File: config.mk
export PLATFORM = sky130hd
export DESIGN_NAME = gteEngine
export DESIGN_NICKNAME = d
export VERILOG_FILES = /design/src/logic/gtePkg.sv /design/src/logic/gteDecode.sv /design/src/logic/gteEngine.sv /design/src/logic/gteExecute.sv /design/src/logic/gteRegisters.sv /design/src/logic/gteResult.sv
export SDC_FILE = /design/constraint.sdc
export NUM_CORES = 2
export LEC_CHECK = 0
export BUFFER_PORTS_ARGS = -buffer_cell sky130_fd_sc_hd__clkbuf_2
export CORE_ASPECT_RATIO = 2
export CORE_UTILIZATION = 60
export CTS_BUF_LIST = sky130_fd_sc_hd__clkbuf_16
export CTS_CLUSTER_SIZE = 30
export DETAILED_ROUTE_END_ITERATION = 8
export PLACE_DENSITY_LB_ADDON = 0.05
export SLEW_MARGIN = 20
export SYNTH_ARGS = -nofsm -noshare
export SYNTH_HDL_FRONTEND = slang
export SYNTH_HIERARCHICAL = 1
export SYNTH_SLANG_ARGS = --single-unit
File: constraint.sdc
create_clock -name i_clk -period 30.6 [get_ports i_clk]
set_input_delay 3.06 -clock i_clk [delete_from_list [all_inputs] [get_ports i_clk]]
set_output_delay 3.06 -clock i_clk [all_outputs]
set_load 0.05 [all_outputs]
File: src/logic/gtePkg.sv
package gtePkg;

	// --------------------------------------------------
	// Basic widths
	// --------------------------------------------------
	typedef logic [5:0]         regId_t;   // Bit 5 picks control bank
	typedef logic [31:0]        word_t;    // CPU data word
	typedef logic [15:0]        half_t;    // 16 bit register value
	typedef logic signed [43:0] acc_t;     // MAC accumulator

	localparam int MICRO_ADDR_W = 4;       // 16 entry microcode ROM

	// --------------------------------------------------
	// Register numbers seen by the CPU
	// --------------------------------------------------
	localparam regId_t REG_OTZ  = 6'd7;
	localparam regId_t REG_IR0  = 6'd8;
	localparam regId_t REG_IR1  = 6'd9;
	localparam regId_t REG_IR2  = 6'd10;
	localparam regId_t REG_IR3  = 6'd11;
	localparam regId_t REG_SXY0 = 6'd12;
	localparam regId_t REG_SXY1 = 6'd13;
	localparam regId_t REG_SXY2 = 6'd14;
	localparam regId_t REG_SXYP = 6'd15;   // Push slot of XY FIFO
	localparam regId_t REG_SZ0  = 6'd16;
	localparam regId_t REG_SZ1  = 6'd17;
	localparam regId_t REG_SZ2  = 6'd18;
	localparam regId_t REG_SZ3  = 6'd19;
	localparam regId_t REG_MAC0 = 6'd24;
	localparam regId_t REG_IRGB = 6'd28;   // Mirror of ORGB on read
	localparam regId_t REG_ORGB = 6'd29;
	localparam regId_t REG_LZCS = 6'd30;
	localparam regId_t REG_LZCR = 6'd31;
	localparam regId_t REG_ZSF3 = 6'd61;   // Control bank
	localparam regId_t REG_FLAG = 6'd63;

	// Command opcodes kept from the full engine
	typedef enum logic [5:0] {
		OP_NCLIP = 6'h06,
		OP_SQR   = 6'h28,
		OP_AVSZ3 = 6'h2D
	} opcode_e;

	// Micro-operation kinds
	typedef enum logic [1:0] {
		MOP_NOP,       // Accumulator passes through
		MOP_MAC_ADD,
		MOP_MAC_SUB
	} microOp_e;

	// Operand sources for the multiplier
	typedef enum logic [3:0] {
		OPD_SX0, OPD_SX1, OPD_SX2,
		OPD_SY0, OPD_SY1, OPD_SY2,
		OPD_SZ1, OPD_SZ2, OPD_SZ3,
		OPD_IR1, OPD_IR2, OPD_IR3,
		OPD_ZSF3
	} operand_e;

	// Write-back targets
	typedef enum logic [2:0] {
		DST_NONE,
		DST_MAC0,
		DST_OTZ,
		DST_IR1,
		DST_IR2,
		DST_IR3
	} dest_e;

endpackage

File: src/logic/gteDecode.sv
`timescale 1ns/1ps

module gteDecode #(
	parameter int OPCODE_W = 6
) (
	input  logic              i_clk,
	input  logic              i_resetStatus,
	input  logic [24:0]       i_instruction,
	input  logic              i_execute,
	output logic              o_executing,
	output gtePkg::microOp_e  o_microOp,
	output gtePkg::operand_e  o_opA,
	output gtePkg::operand_e  o_opB,
	output logic              o_clearAcc,
	output logic              o_lastStep,   // Last product of a group
	output gtePkg::dest_e     o_dest,
	output logic              o_sf,
	output logic              o_lm,
	output logic              o_cmdStart
);

	localparam int AW = gtePkg::MICRO_ADDR_W;
	localparam logic [AW-1:0] ADDR_NCLIP = 4'd0;   // 6 entries
	localparam logic [AW-1:0] ADDR_SQR   = 4'd6;   // 3 entries
	localparam logic [AW-1:0] ADDR_AVSZ3 = 4'd9;   // 3 MACs, then OTZ write
	localparam logic [AW-1:0] ADDR_NOP   = 4'd13;
	localparam logic [AW-1:0] ROM_LAST   = 4'd13;

	logic [AW-1:0] pc, startAddr;
	logic          running;
	logic [1:0]    doneSr;    // Tracks final step through execute and result
	logic [5:0]    opcode;

	gtePkg::microOp_e romMop;
	gtePkg::operand_e romA, romB;
	gtePkg::dest_e    romDest;
	logic             romClear, romLast, romEnd;

	assign opcode     = 6'(i_instruction[OPCODE_W-1:0]);
	assign o_cmdStart = i_execute && !o_executing;
	assign o_executing = running || (|doneSr);

	always_comb begin
		case (opcode)
			gtePkg::OP_NCLIP: startAddr = ADDR_NCLIP;
			gtePkg::OP_SQR:   startAddr = ADDR_SQR;
			gtePkg::OP_AVSZ3: startAddr = ADDR_AVSZ3;
			default:          startAddr = ADDR_NOP;   // Unknown opcode
		endcase
	end

	// --------------------------------------------------
	// Microcode ROM
	// --------------------------------------------------
	always_comb begin
		romMop = gtePkg::MOP_MAC_ADD;
		romA = gtePkg::OPD_SX0;
		romB = gtePkg::OPD_SY0;
		romClear = 1'b0;
		romLast = 1'b0;
		romEnd = 1'b0;
		romDest = gtePkg::DST_NONE;
		case (pc)
			// NCLIP cross product
			4'd0: begin romA = gtePkg::OPD_SX0; romB = gtePkg::OPD_SY1; romClear = 1'b1; end
			4'd1: begin romA = gtePkg::OPD_SX1; romB = gtePkg::OPD_SY2; end
			4'd2: begin romA = gtePkg::OPD_SX2; romB = gtePkg::OPD_SY0; end
			4'd3: begin romMop = gtePkg::MOP_MAC_SUB; romA = gtePkg::OPD_SX0; romB = gtePkg::OPD_SY2; end
			4'd4: begin romMop = gtePkg::MOP_MAC_SUB; romA = gtePkg::OPD_SX1; romB = gtePkg::OPD_SY0; end
			4'd5: begin
				romMop = gtePkg::MOP_MAC_SUB;
				romA = gtePkg::OPD_SX2;
				romB = gtePkg::OPD_SY1;
				romLast = 1'b1;
				romEnd = 1'b1;
				romDest = gtePkg::DST_MAC0;
			end
			// SQR, one group per lane
			4'd6, 4'd7, 4'd8: begin
				romA = (pc == 4'd6) ? gtePkg::OPD_IR1 : (pc == 4'd7) ? gtePkg::OPD_IR2 : gtePkg::OPD_IR3;
				romB = romA;
				romClear = 1'b1;
				romLast = 1'b1;
				romEnd = (pc == 4'd8);
				romDest = (pc == 4'd6) ? gtePkg::DST_IR1 : (pc == 4'd7) ? gtePkg::DST_IR2 : gtePkg::DST_IR3;
			end
			// AVSZ3 weighted Z sum
			4'd9:  begin romA = gtePkg::OPD_ZSF3; romB = gtePkg::OPD_SZ1; romClear = 1'b1; end
			4'd10: begin romA = gtePkg::OPD_ZSF3; romB = gtePkg::OPD_SZ2; end
			4'd11: begin
				romA = gtePkg::OPD_ZSF3;
				romB = gtePkg::OPD_SZ3;
				romLast = 1'b1;
				romDest = gtePkg::DST_MAC0;
			end
			4'd12: begin   // Same sum again, now to OTZ
				romMop = gtePkg::MOP_NOP;
				romLast = 1'b1;
				romEnd = 1'b1;
				romDest = gtePkg::DST_OTZ;
			end
			default: begin romMop = gtePkg::MOP_NOP; romEnd = 1'b1; end
		endcase
	end

	// Idle cycles issue plain NOPs
	assign o_microOp  = running ? romMop : gtePkg::MOP_NOP;
	assign o_opA      = romA;
	assign o_opB      = romB;
	assign o_clearAcc = running && romClear;
	assign o_lastStep = running && romLast;
	assign o_dest     = running ? romDest : gtePkg::DST_NONE;

	// --------------------------------------------------
	// Sequencer
	// --------------------------------------------------
	always_ff @(posedge i_clk) begin
		if (i_resetStatus) begin
			running <= 1'b0;
			doneSr <= 2'b00;
			pc <= ADDR_NOP;
		end else begin
			doneSr <= {doneSr[0], running && romEnd};
			if (o_cmdStart) begin
				running <= 1'b1;
				pc <= startAddr;
			end else if (running) begin
				if (romEnd) running <= 1'b0;
				else pc <= pc + 1'b1;   // Next entry
			end
		end
	end

	always_ff @(posedge i_clk) begin
		if (o_cmdStart) begin
			o_sf <= i_instruction[19];   // 12 bit fraction shift
			o_lm <= i_instruction[10];   // Clamp IR to zero
		end
	end

	// Program stays inside the filled part of the ROM
	assert property (@(posedge i_clk) disable iff (i_resetStatus)
		running && !romEnd |=> running && (pc <= ROM_LAST));

endmodule

File: src/logic/gteEngine.sv
`timescale 1ns/1ps

module gteEngine #(
	parameter int OPCODE_W = 6
) (
	input  logic            i_clk,
	input  logic            i_resetStatus,
	input  gtePkg::regId_t  i_regId,
	input  logic            i_writeReg,
	input  logic            i_readReg,
	input  gtePkg::word_t   i_dataIn,
	input  logic [24:0]     i_instruction,
	input  logic            i_execute,
	output gtePkg::word_t   o_dataOut,
	output logic            o_executing
);

	// Decode to execute
	gtePkg::microOp_e microOp;
	gtePkg::operand_e opA, opB;
	gtePkg::dest_e    stepDest, accDest, wrDest;
	logic             clearAcc, lastStep, sf, lm, cmdStart;

	// Execute to result to registers
	gtePkg::acc_t  acc;
	gtePkg::word_t wrValue, flag;
	logic          accValid, wrStrobe;

	// Register bank to execute
	gtePkg::half_t sx0, sx1, sx2, sy0, sy1, sy2;
	gtePkg::half_t sz1, sz2, sz3, ir1, ir2, ir3, zsf3;

	gteDecode #(.OPCODE_W(OPCODE_W)) gteDecode_inst (
		.i_clk(i_clk), .i_resetStatus(i_resetStatus),
		.i_instruction(i_instruction), .i_execute(i_execute),
		.o_executing(o_executing), .o_microOp(microOp),
		.o_opA(opA), .o_opB(opB), .o_clearAcc(clearAcc), .o_lastStep(lastStep),
		.o_dest(stepDest), .o_sf(sf), .o_lm(lm), .o_cmdStart(cmdStart)
	);

	gteExecute gteExecute_inst (
		.i_clk(i_clk), .i_resetStatus(i_resetStatus),
		.i_microOp(microOp), .i_opA(opA), .i_opB(opB),
		.i_clearAcc(clearAcc), .i_lastStep(lastStep), .i_dest(stepDest),
		.i_sx0(sx0), .i_sx1(sx1), .i_sx2(sx2), .i_sy0(sy0), .i_sy1(sy1), .i_sy2(sy2),
		.i_sz1(sz1), .i_sz2(sz2), .i_sz3(sz3), .i_ir1(ir1), .i_ir2(ir2), .i_ir3(ir3),
		.i_zsf3(zsf3), .o_accValid(accValid), .o_acc(acc), .o_dest(accDest)
	);

	gteResult gteResult_inst (
		.i_clk(i_clk), .i_resetStatus(i_resetStatus),
		.i_accValid(accValid), .i_acc(acc), .i_dest(accDest),
		.i_sf(sf), .i_lm(lm), .i_cmdStart(cmdStart),
		.o_wrStrobe(wrStrobe), .o_wrDest(wrDest), .o_wrValue(wrValue), .o_flag(flag)
	);

	gteRegisters gteRegisters_inst (
		.i_clk(i_clk), .i_resetStatus(i_resetStatus),
		.i_regId(i_regId), .i_writeReg(i_writeReg), .i_readReg(i_readReg),
		.i_dataIn(i_dataIn), .i_executing(o_executing),
		.i_wrStrobe(wrStrobe), .i_wrDest(wrDest), .i_wrValue(wrValue), .i_flag(flag),
		.o_dataOut(o_dataOut),
		.o_sx0(sx0), .o_sx1(sx1), .o_sx2(sx2), .o_sy0(sy0), .o_sy1(sy1), .o_sy2(sy2),
		.o_sz1(sz1), .o_sz2(sz2), .o_sz3(sz3), .o_ir1(ir1), .o_ir2(ir2), .o_ir3(ir3),
		.o_zsf3(zsf3)
	);

endmodule

File: src/logic/gteExecute.sv
`timescale 1ns/1ps

module gteExecute (
	input  logic              i_clk,
	input  logic              i_resetStatus,
	input  gtePkg::microOp_e  i_microOp,
	input  gtePkg::operand_e  i_opA,
	input  gtePkg::operand_e  i_opB,
	input  logic              i_clearAcc,
	input  logic              i_lastStep,
	input  gtePkg::dest_e     i_dest,
	input  gtePkg::half_t     i_sx0,
	input  gtePkg::half_t     i_sx1,
	input  gtePkg::half_t     i_sx2,
	input  gtePkg::half_t     i_sy0,
	input  gtePkg::half_t     i_sy1,
	input  gtePkg::half_t     i_sy2,
	input  gtePkg::half_t     i_sz1,
	input  gtePkg::half_t     i_sz2,
	input  gtePkg::half_t     i_sz3,
	input  gtePkg::half_t     i_ir1,
	input  gtePkg::half_t     i_ir2,
	input  gtePkg::half_t     i_ir3,
	input  gtePkg::half_t     i_zsf3,
	output logic              o_accValid,
	output gtePkg::acc_t      o_acc,
	output gtePkg::dest_e     o_dest
);

	logic signed [16:0] valA, valB;   // One extra bit for unsigned SZ
	logic signed [33:0] product;
	gtePkg::acc_t       prodExt, base, accNext;

	// Operand mux, SZ values are unsigned depths
	function automatic logic signed [16:0] pick(input gtePkg::operand_e sel);
		case (sel)
			gtePkg::OPD_SX0:  return {i_sx0[15], i_sx0};
			gtePkg::OPD_SX1:  return {i_sx1[15], i_sx1};
			gtePkg::OPD_SX2:  return {i_sx2[15], i_sx2};
			gtePkg::OPD_SY0:  return {i_sy0[15], i_sy0};
			gtePkg::OPD_SY1:  return {i_sy1[15], i_sy1};
			gtePkg::OPD_SY2:  return {i_sy2[15], i_sy2};
			gtePkg::OPD_SZ1:  return {1'b0, i_sz1};
			gtePkg::OPD_SZ2:  return {1'b0, i_sz2};
			gtePkg::OPD_SZ3:  return {1'b0, i_sz3};
			gtePkg::OPD_IR1:  return {i_ir1[15], i_ir1};
			gtePkg::OPD_IR2:  return {i_ir2[15], i_ir2};
			gtePkg::OPD_IR3:  return {i_ir3[15], i_ir3};
			gtePkg::OPD_ZSF3: return {i_zsf3[15], i_zsf3};
			default:          return '0;
		endcase
	endfunction

	// --------------------------------------------------
	// Multiply and accumulate
	// --------------------------------------------------
	always_comb begin
		valA = pick(i_opA);
		valB = pick(i_opB);
		product = valA * valB;
		prodExt = product;                    // Sign extends to 44 bits
		base = i_clearAcc ? '0 : o_acc;       // Restart a group
		case (i_microOp)
			gtePkg::MOP_MAC_ADD: accNext = base + prodExt;
			gtePkg::MOP_MAC_SUB: accNext = base - prodExt;
			default:             accNext = base;
		endcase
	end

	always_ff @(posedge i_clk) begin
		o_acc <= accNext;   // Holds the sum on the valid cycle
		o_dest <= i_dest;
	end

	always_ff @(posedge i_clk) begin
		if (i_resetStatus) o_accValid <= 1'b0;
		else o_accValid <= i_lastStep;   // Group complete
	end

endmodule

File: src/logic/gteRegisters.sv
`timescale 1ns/1ps

module gteRegisters (
	input  logic            i_clk,
	input  logic            i_resetStatus,
	input  gtePkg::regId_t  i_regId,
	input  logic            i_writeReg,
	input  logic            i_readReg,
	input  gtePkg::word_t   i_dataIn,
	input  logic            i_executing,
	input  logic            i_wrStrobe,
	input  gtePkg::dest_e   i_wrDest,
	input  gtePkg::word_t   i_wrValue,
	input  gtePkg::word_t   i_flag,
	output gtePkg::word_t   o_dataOut,
	output gtePkg::half_t   o_sx0,
	output gtePkg::half_t   o_sx1,
	output gtePkg::half_t   o_sx2,
	output gtePkg::half_t   o_sy0,
	output gtePkg::half_t   o_sy1,
	output gtePkg::half_t   o_sy2,
	output gtePkg::half_t   o_sz1,
	output gtePkg::half_t   o_sz2,
	output gtePkg::half_t   o_sz3,
	output gtePkg::half_t   o_ir1,
	output gtePkg::half_t   o_ir2,
	output gtePkg::half_t   o_ir3,
	output gtePkg::half_t   o_zsf3
);

	gtePkg::half_t  sx [3];     // XY FIFO, slot 2 newest
	gtePkg::half_t  sy [3];
	gtePkg::half_t  sz [4];
	gtePkg::half_t  ir [4];
	gtePkg::half_t  zsf3, otz;
	gtePkg::word_t  mac0, lzcs, readMux;
	logic [5:0]     lzcr;
	logic [14:0]    orgb;
	gtePkg::regId_t rdId;
	logic           rdPending;

	// Sign bits equal to bit 31, counts 1..32
	function automatic logic [5:0] leadCount(input gtePkg::word_t v);
		logic [5:0] n;
		logic       stop;
		n = 6'd0;
		stop = 1'b0;
		for (int i = 31; i >= 0; i--) begin
			if (!stop && v[i] == v[31]) n = n + 1'b1;
			else stop = 1'b1;
		end
		return n;
	endfunction

	// 5 bit colour field from one IR lane
	function automatic logic [4:0] colour(input gtePkg::half_t v);
		if (v[15]) return 5'd0;              // Negative goes black
		else if (|v[14:12]) return 5'd31;    // Saturate
		else return v[11:7];
	endfunction

	// --------------------------------------------------
	// Write side, CPU and command write-back
	// --------------------------------------------------
	always_ff @(posedge i_clk) begin
		if (i_writeReg) begin
			case (i_regId)
				gtePkg::REG_SXY0, gtePkg::REG_SXY1, gtePkg::REG_SXY2: begin
					sx[i_regId[1:0]] <= i_dataIn[15:0];   // 12..14 map to 0..2
					sy[i_regId[1:0]] <= i_dataIn[31:16];
				end
				gtePkg::REG_SXYP: begin   // Shift FIFO, new value in slot 2
					sx[0] <= sx[1];
					sx[1] <= sx[2];
					sx[2] <= i_dataIn[15:0];
					sy[0] <= sy[1];
					sy[1] <= sy[2];
					sy[2] <= i_dataIn[31:16];
				end
				gtePkg::REG_SZ0, gtePkg::REG_SZ1,
				gtePkg::REG_SZ2, gtePkg::REG_SZ3: sz[i_regId[1:0]] <= i_dataIn[15:0];
				gtePkg::REG_IR0, gtePkg::REG_IR1,
				gtePkg::REG_IR2, gtePkg::REG_IR3: ir[i_regId[1:0]] <= i_dataIn[15:0];
				gtePkg::REG_OTZ:  otz <= i_dataIn[15:0];
				gtePkg::REG_MAC0: mac0 <= i_dataIn;
				gtePkg::REG_ZSF3: zsf3 <= i_dataIn[15:0];
				gtePkg::REG_LZCS: begin
					lzcs <= i_dataIn;
					lzcr <= leadCount(i_dataIn);
				end
				default: ;   // Read-only or dropped registers
			endcase
		end
		if (i_wrStrobe) begin
			case (i_wrDest)
				gtePkg::DST_MAC0: mac0 <= i_wrValue;
				gtePkg::DST_OTZ:  otz <= i_wrValue[15:0];
				gtePkg::DST_IR1:  ir[1] <= i_wrValue[15:0];
				gtePkg::DST_IR2:  ir[2] <= i_wrValue[15:0];
				gtePkg::DST_IR3:  ir[3] <= i_wrValue[15:0];
				default: ;
			endcase
		end
	end

	assign orgb = {colour(ir[3]), colour(ir[2]), colour(ir[1])};   // B,G,R

	// --------------------------------------------------
	// Read side, one cycle behind the strobe
	// --------------------------------------------------
	always_comb begin
		case (rdId)
			gtePkg::REG_OTZ:  readMux = {16'b0, otz};
			gtePkg::REG_IR0, gtePkg::REG_IR1, gtePkg::REG_IR2, gtePkg::REG_IR3:
				readMux = {{16{ir[rdId[1:0]][15]}}, ir[rdId[1:0]]};
			gtePkg::REG_SXY0, gtePkg::REG_SXY1, gtePkg::REG_SXY2:
				readMux = {sy[rdId[1:0]], sx[rdId[1:0]]};
			gtePkg::REG_SXYP: readMux = {sy[2], sx[2]};   // Read does not shift
			gtePkg::REG_SZ0, gtePkg::REG_SZ1, gtePkg::REG_SZ2, gtePkg::REG_SZ3:
				readMux = {16'b0, sz[rdId[1:0]]};
			gtePkg::REG_MAC0: readMux = mac0;
			gtePkg::REG_IRGB, gtePkg::REG_ORGB: readMux = {17'b0, orgb};
			gtePkg::REG_LZCS: readMux = lzcs;
			gtePkg::REG_LZCR: readMux = {26'b0, lzcr};
			gtePkg::REG_ZSF3: readMux = {{16{zsf3[15]}}, zsf3};
			gtePkg::REG_FLAG: readMux = i_flag;
			default:          readMux = '0;
		endcase
	end

	always_ff @(posedge i_clk) begin
		if (i_resetStatus) rdPending <= 1'b0;
		else rdPending <= i_readReg;
	end

	always_ff @(posedge i_clk) begin
		if (i_readReg) rdId <= i_regId;
		if (rdPending) o_dataOut <= readMux;   // Held until next read
	end

	assign o_sx0 = sx[0];
	assign o_sx1 = sx[1];
	assign o_sx2 = sx[2];
	assign o_sy0 = sy[0];
	assign o_sy1 = sy[1];
	assign o_sy2 = sy[2];
	assign o_sz1 = sz[1];
	assign o_sz2 = sz[2];
	assign o_sz3 = sz[3];
	assign o_ir1 = ir[1];
	assign o_ir2 = ir[2];
	assign o_ir3 = ir[3];
	assign o_zsf3 = zsf3;

	// CPU keeps off the bus while a command runs
	assert property (@(posedge i_clk) disable iff (i_resetStatus)
		i_executing |-> !(i_writeReg || i_readReg));

endmodule

File: src/logic/gteResult.sv
`timescale 1ns/1ps

module gteResult (
	input  logic           i_clk,
	input  logic           i_resetStatus,
	input  logic           i_accValid,
	input  gtePkg::acc_t   i_acc,
	input  gtePkg::dest_e  i_dest,
	input  logic           i_sf,
	input  logic           i_lm,
	input  logic           i_cmdStart,
	output logic           o_wrStrobe,
	output gtePkg::dest_e  o_wrDest,
	output gtePkg::word_t  o_wrValue,
	output gtePkg::word_t  o_flag
);

	gtePkg::acc_t  shifted, irLow, irVal, otzShift, otzVal;
	gtePkg::word_t value;
	logic          irSat, otzSat;
	logic          flagIr1, flagIr2, flagIr3, flagOtz;   // Sticky saturation bits

	// --------------------------------------------------
	// Shift and clamp
	// --------------------------------------------------
	always_comb begin
		shifted = i_sf ? (i_acc >>> 12) : i_acc;
		irLow = i_lm ? 44'sd0 : -44'sd32768;   // lm raises floor to zero
		irSat = (shifted > 32767) || (shifted < irLow);
		if (shifted > 32767) irVal = 44'sd32767;
		else if (shifted < irLow) irVal = irLow;
		else irVal = shifted;

		otzShift = i_acc >>> 12;   // OTZ always drops the fraction
		otzSat = (otzShift > 65535) || (otzShift < 0);
		if (otzShift > 65535) otzVal = 44'sd65535;
		else if (otzShift < 0) otzVal = '0;
		else otzVal = otzShift;

		case (i_dest)
			gtePkg::DST_MAC0: value = i_acc[31:0];   // Low word only
			gtePkg::DST_OTZ:  value = otzVal[31:0];
			default:          value = irVal[31:0];   // Sign extended IR
		endcase
	end

	always_ff @(posedge i_clk) begin
		if (i_resetStatus) o_wrStrobe <= 1'b0;
		else o_wrStrobe <= i_accValid && (i_dest != gtePkg::DST_NONE);
	end

	always_ff @(posedge i_clk) begin
		o_wrDest <= i_dest;
		o_wrValue <= value;
	end

	// --------------------------------------------------
	// FLAG register
	// --------------------------------------------------
	always_ff @(posedge i_clk) begin
		if (i_resetStatus || i_cmdStart) begin   // New command starts clean
			flagIr1 <= 1'b0;
			flagIr2 <= 1'b0;
			flagIr3 <= 1'b0;
			flagOtz <= 1'b0;
		end else if (i_accValid) begin
			if (irSat && i_dest == gtePkg::DST_IR1) flagIr1 <= 1'b1;
			if (irSat && i_dest == gtePkg::DST_IR2) flagIr2 <= 1'b1;
			if (irSat && i_dest == gtePkg::DST_IR3) flagIr3 <= 1'b1;
			if (otzSat && i_dest == gtePkg::DST_OTZ) flagOtz <= 1'b1;
		end
	end

	// Bit 31 summarises the error bits
	assign o_flag = {flagIr1 | flagIr2 | flagIr3 | flagOtz, 6'b0,
		flagIr1, flagIr2, flagIr3, 3'b0, flagOtz, 18'b0};

endmodule

# Word level (Yosys, flattened, before mapping)

Memory sizes are Yosys's and may differ from the RTL's. A register that Yosys moved wholly into a read port is not among the register bits.
Index checks and enable logic that the tools add are counted.

Memories kept: 4
Register bits: 238
Memory bits (read-only): 0
Word-level logic and storage cells: 570
RAM bits: 224
Output and inout port bits: 33
Bits of input ports: 68
Bits in latches: 0

$add $sub $neg: 34
Shift-type cells: 0
Muxes and demuxes: 267
Multiply operators: 1
Divide/modulo/power cells: 0
Equality and inequality tests: 119
Reduce and logical (&&, ||, !) cells: 115
Magnitude comparators: 4
Bitwise gates (word level): 3

Memory list:

| memory               | depth | bits a word | rd ports | clocked after memory_dff | wr ports | line               | source |
|---|---|---|---|---|---|---|---|
| gteRegisters_inst.ir | 4     | 16          | 4        | 1                        | 2        | gteRegisters.sv:34 | `gtePkg::half_t ir [4];` |
| gteRegisters_inst.sz | 4     | 16          | 4        | 1                        | 1        | gteRegisters.sv:33 | `gtePkg::half_t sz [4];` |
| gteRegisters_inst.sx | 3     | 16          | 4        | 1                        | 3        | gteRegisters.sv:31 | `gtePkg::half_t sx [3];` |
| gteRegisters_inst.sy | 3     | 16          | 4        | 1                        | 3        | gteRegisters.sv:32 | `gtePkg::half_t sy [3];` |

Operator list:

| kind                   | number |
|---|---|
| $mux W6                | 93 |
| $pmux W17 S13          | 2 |
| $pmux W32 S11          | 1 |
| $mux W32               | 8 |
| $add A6 B1 Y6 const B  | 31 |
| $mux W16               | 8 |
| $mux W1                | 124 |
| $eq A6 B4 Y1 const B   | 16 |
| $eq A6 B5 Y1 const B   | 15 |
| $mux W44               | 2 |
| $pmux W44 S2           | 1 |
| $pmux W32 S2           | 1 |
| $reduce_or A16 Y1      | 4 |
| $eq A4 B4 Y1 const B   | 15 |
| $eq A4 B3 Y1 const B   | 12 |
| $add A44 B34 Y44       | 1 |
| $gt A44 B16 Y1 const B | 1 |
| $lt A44 B44 Y1         | 1 |
| $sub A44 B34 Y44       | 1 |
| $mux W43               | 1 |
| $logic_and A1 B1 Y1    | 40 |
| $mul A17 B17 Y34       | 1 |
| $gt A32 B17 Y1 const B | 1 |
| $logic_not A1 Y1       | 32 |
| 36 further kinds       | 131 |

# Depth between registers and ports, before layout

Word-level depth: 156
Depth in mapped cells: 86
Mapped depth without buffers: 81

# Hierarchy

Netlist, hierarchy kept.

Modules (own cells, without submodules):

| module       | times used | seq. area each (µm²) | area an instance (µm²) | cells an instance |
|---|---|---|---|---|
| gteRegisters | 1          | 11471.0              | 20956.3                | 1746 |
| gteExecute   | 1          | 960.9                | 18475.2                | 2264 |
| gteResult    | 1          | 800.8                | 3168.0                 | 372 |
| gteDecode    | 1          | 200.2                | 829.5                  | 116 |

# Least setup slack after synthesis

No wires, ideal clock.

Path kind: input -> register
Start: in i_dataIn[31]
End: reg gteRegisters_inst.lzcr[5], data pin
Slack: 13.972 ns
Data required time: 30.334 ns
Arrival time: 16.362 ns
Stages: 83
Path buffers: 8
Path through: buf_4 -> buf_6 -> buf_2 -> buf_2 -> buf_2 -> clkbuf_1 -> clkbuf_1 -> buf_1 -> a31oi_1 -> ha_1 -> a21o_1 -> ha_1 -> nor2_1 -> a21boi_0 -> ha_1 -> a22o_1 -> ha_1 -> nand2b_1 -> (+47 left out) -> ha_1 -> mux2i_1 -> nor2_1 -> a21oi_1 -> inv_1 -> ha_1 -> nand2_1 -> o21ai_0 -> ha_1 -> nand2_1 -> xnor2_1 -> nand2_1 -> xnor2_1 -> nand3_1 -> nand2b_1 -> o211a_1 -> a2111oi_2 -> xnor2_1

Cells in the longest elaborated chain, start to end: 153

RTL lines:

| what                                                                    | line               | source |
|---|---|---|
| start, declared                                                         | gteEngine.sv:11    | `input gtePkg::word_t i_dataIn,` |
| parallel branches: the longest is 152 deep, another holds $add A6 B1 Y6 | n/a                |  |
| $mux W6 *                                                               | gteRegisters.sv:49 | `if (!stop && v[i] == v[31]) n = n + 1'b1;` |
| end signal, assigned                                                    | gteRegisters.sv:89 | `lzcr <= leadCount(i_dataIn);` |
| end, declared                                                           | gteRegisters.sv:37 | `logic [5:0] lzcr;` |

Every way passes the cells marked *. The select of a mux whose other input is x is not followed.
A chain may end at the register's enable or synchronous reset.

# Final worst setup path

Ends and elaborated chain as after synthesis.

==> qor.yml <==
critical_path:
  cp_slowest_cell: "a2bb2o_1"
  end_kind: "flip-flop"
  crit_type: "in2reg"
  critPathArrivalTime_ns: 17.71
  cp.required_ns: 30.98
  r2r_setup_slack_ns: 16.73
  crit_path_frequent_cell: "ha_1"
  cp_slowest_stage_delay_ns: 0.59
  reg2reg_depth: 43
  start_kind: "primary input"
  crit_path_max_fanout: 16
timing:
  fin_crit_sh: 0.566
  finalSetupTns_ns: 0
  rsz0062_at_grt: "no"
  report.final.slew_viol_count: 0
  fmax_mhz: 57.7
  worstMarginPinSlew_ns: 1.26
  finalHoldViolations: 0
  skew_ns: 0.0552
  max-slew-margin-rel: 0.154
  hold_slack_ns: 0.447
  period_needed_ns: 17.32
  setup_viol: 0
placed_design:
  placement.io_buffers: 83
  dp_hpwl_mm: 120
  place_congestion: 1.02
die:
  dieArea_um2: 73500
  initial_core_util: 0.606
  num_io_pins: 101
  rows: 139
  core_region_area_um2: 71700
  die_h_um: 382
  die_w_um: 192
finish:
  mostFrequentLayoutCells: "nand2_1 (434), inv_1 (418), edfxtp_1 (350)"
  nets: 5088
  drive_gt1_frac: 0.143
  areaGrowthSynthToFinish_pct: 7.60
  final_common_cell: "nand2_1"
global_routing:
  gr-total-overflow: 0
  grt_pass1_vias: 37700
  grt_pass1_wl_mm: 240
  grt_usage: 0.456
  antenna_found_initial: 11
  grt_max_degree: 66
synthesis:
  syn_avg_cell_area_um2: 9.66
  synth-edff-count: 350
  synth_seq_cells: 496
  synthFlopType: "edfxtp_1"
  ys_seq_area_frac: 0.309
  yosysTopAreaCellShare: 0.242
  synth.top_cells.by_area: "edfxtp_1 (24%), fa_1 (14%), dfxtp_1 (6.7%)"
  synth_top_area_cell: "edfxtp_1"
  synth.distinct_cells: 119
  synthCells: 4498
  synthArstFlopShare: 0
  synth_warnings: 6
  netlist_area_um2: 43400
drt:
  dr.pass1.iters: 7
  drc: 0
  drtAntennaViolNets: 0
  totalWireLength_mm: 165
  wl_per_cell_um: 30.1
  drt_iter0_drc: 3937
  vias: 37400
  vias_per_cell: 6.81
power:
  p_leak_nw: 19.3
  ir_drop_mv: 0.368
  p_per_area_nw_per_um2: 128
clock_tree:
  htree_num_levels: 2
  cts_hold_buf: 0
  clock_path_buffers: 3
  clkSlewWorstSetupHoldPaths_ns: 0.07
  cts_buffers: 46
  clk_latency_ns: 0.67
  post_cts_buffers: 0
  numClockSinks: 496
  root_buffer: "clkbuf_16"
  cts_tree: "yes"
  cts_resized: 0
flow_run:
  drv_cap: 0
min_path:
  whs_path_depth: 2
  hold_class: "reg2reg"
outcome:
  outcome: "complete, no violations"
## per-layer routing
metal	vias up	part of all wire	track usage
met2	2301	0.47	0.740
met1	18100	0.31	0.456
met5	-	0.00050	0
met4	10	0.13	0.477
met3	911	0.092	0.113
li1	16100	-	-
## worst paths after layout
kind / end / from
setup / recovery: gteRegisters_inst/lzcr[5]$_DFFE_PP_ / i_dataIn[31]
hold / removal: gteRegisters_inst/mac0[22]$_DFF_P_ / gteResult_inst/o_wrValue[22]$_DFF_P_
setup reg to reg: gteExecute_inst/o_acc[43]$_DFF_P_ / gteDecode_inst/pc[2]$_SDFFE_PP1P_
hold reg to reg: gteRegisters_inst/mac0[22]$_DFF_P_ / gteResult_inst/o_wrValue[22]$_DFF_P_
## registers in the layout, indices dropped and copies added (netlist names), 2 cells and up, named ones only
register and flops:
gteDecode_inst/doneSr 2, gteDecode_inst/pc 4, gteExecute_inst/o_acc 44, gteExecute_inst/o_dest 3, gteRegisters_inst/ir 64, gteRegisters_inst/lzcr 6, gteRegisters_inst/lzcs 32, gteRegisters_inst/mac0 32
gteRegisters_inst/o_dataOut 32, gteRegisters_inst/o_zsf3 16, gteRegisters_inst/otz 16, gteRegisters_inst/rdId 6, gteRegisters_inst/sx 64, gteRegisters_inst/sy 64, gteRegisters_inst/sz 64, gteResult_inst/o_wrDest 3
gteResult_inst/o_wrValue 32
## cell families (layout without fill, tap and decap cells)
family                   count (synthesis)  count (layout)  share of synthesized area
flip-flops                             496             496                      0.309
AND/OR/NAND/NOR                       1442            1442                      0.161
AO/OA/AOI/OAI                          982             982                      0.159
XOR/XNOR                               168             168                     0.0378
buffers and inverters                  669             686                     0.0626
multiplexers                           253             253                     0.0794
other                                    2              65                   0.000173
adder cells (fa/ha/maj)                486             486                      0.192
## report_power, final
| group | internal, W | total (W) | switching [W] |
|---|---|---|---|
| clock | 0.000319 | 0.000603 | 0.000284 |
| combinational | 0.00169 | 0.00452 | 0.00283 |
| sequential | 0.000770 | 0.000853 | 0.0000830 |
| total | 0.00278 | 0.00598 | 0.00320 |
## critical path: cells and delay by family
kind	cells	cell delay, ns
fa+ha+maj	13	3.77
compound gates	29	5.94
buf+inv	5	0.57
mux	5	1.30
simple gates	21	2.50
xor+xnor	3	0.53
## layout make-up
| class | count | area, µm² |
|---|---|---|
| inverter | 407 | 1530 |
| multi-input combinational | 3390 | 27900 |
| clock buffer | 46 | 1150 |
| timing repair buffer | 193 | 1240 |
| clock inverter | 40 | 355 |
| sequential | 496 | 13400 |
| fill | 6034 | 24900 |
| antenna | 6 | 15.0 |
| tap | 916 | 1150 |
## per-stage QoR
step | utilization | instances | power (W) | setup WS [ns] | instance area (µm²)
after global routing | 0.652 | 5491 | 0.00641 | 12.27 | 46700
after CTS | 0.651 | 5485 | 0.00586 | 13.47 | 46700
final | 0.652 | 5494 | 0.00598 | 13.28 | 46700
after floorplan | - | 4555 | 0.00409 | 13.97 | 43600
after detailed placement | 0.630 | 5399 | 0.00524 | 12.90 | 45200
after global placement | 0.630 | 5399 | 0.00520 | 13.00 | 45200
## cell usage after synthesis (33+ instances only)
cell,number
mux2_2,78
nand2b_1,48
clkbuf_1,193
dfxtp_1,146
nand4_1,33
nand3_1,126
nand2_1,434
or2_2,120
xnor2_1,89
edfxtp_1,350
a222oi_1,53
inv_1,405
ha_1,188
o21ai_0,223
mux4_2,65
nor3_1,70
nor2_1,365
xor2_1,64
a211oi_1,34
mux2i_1,109
a21o_1,46
fa_1,298
a22oi_1,187
buf_4,34
nor2b_1,76
a21oi_1,160
(Power assumes the default switching activity.)
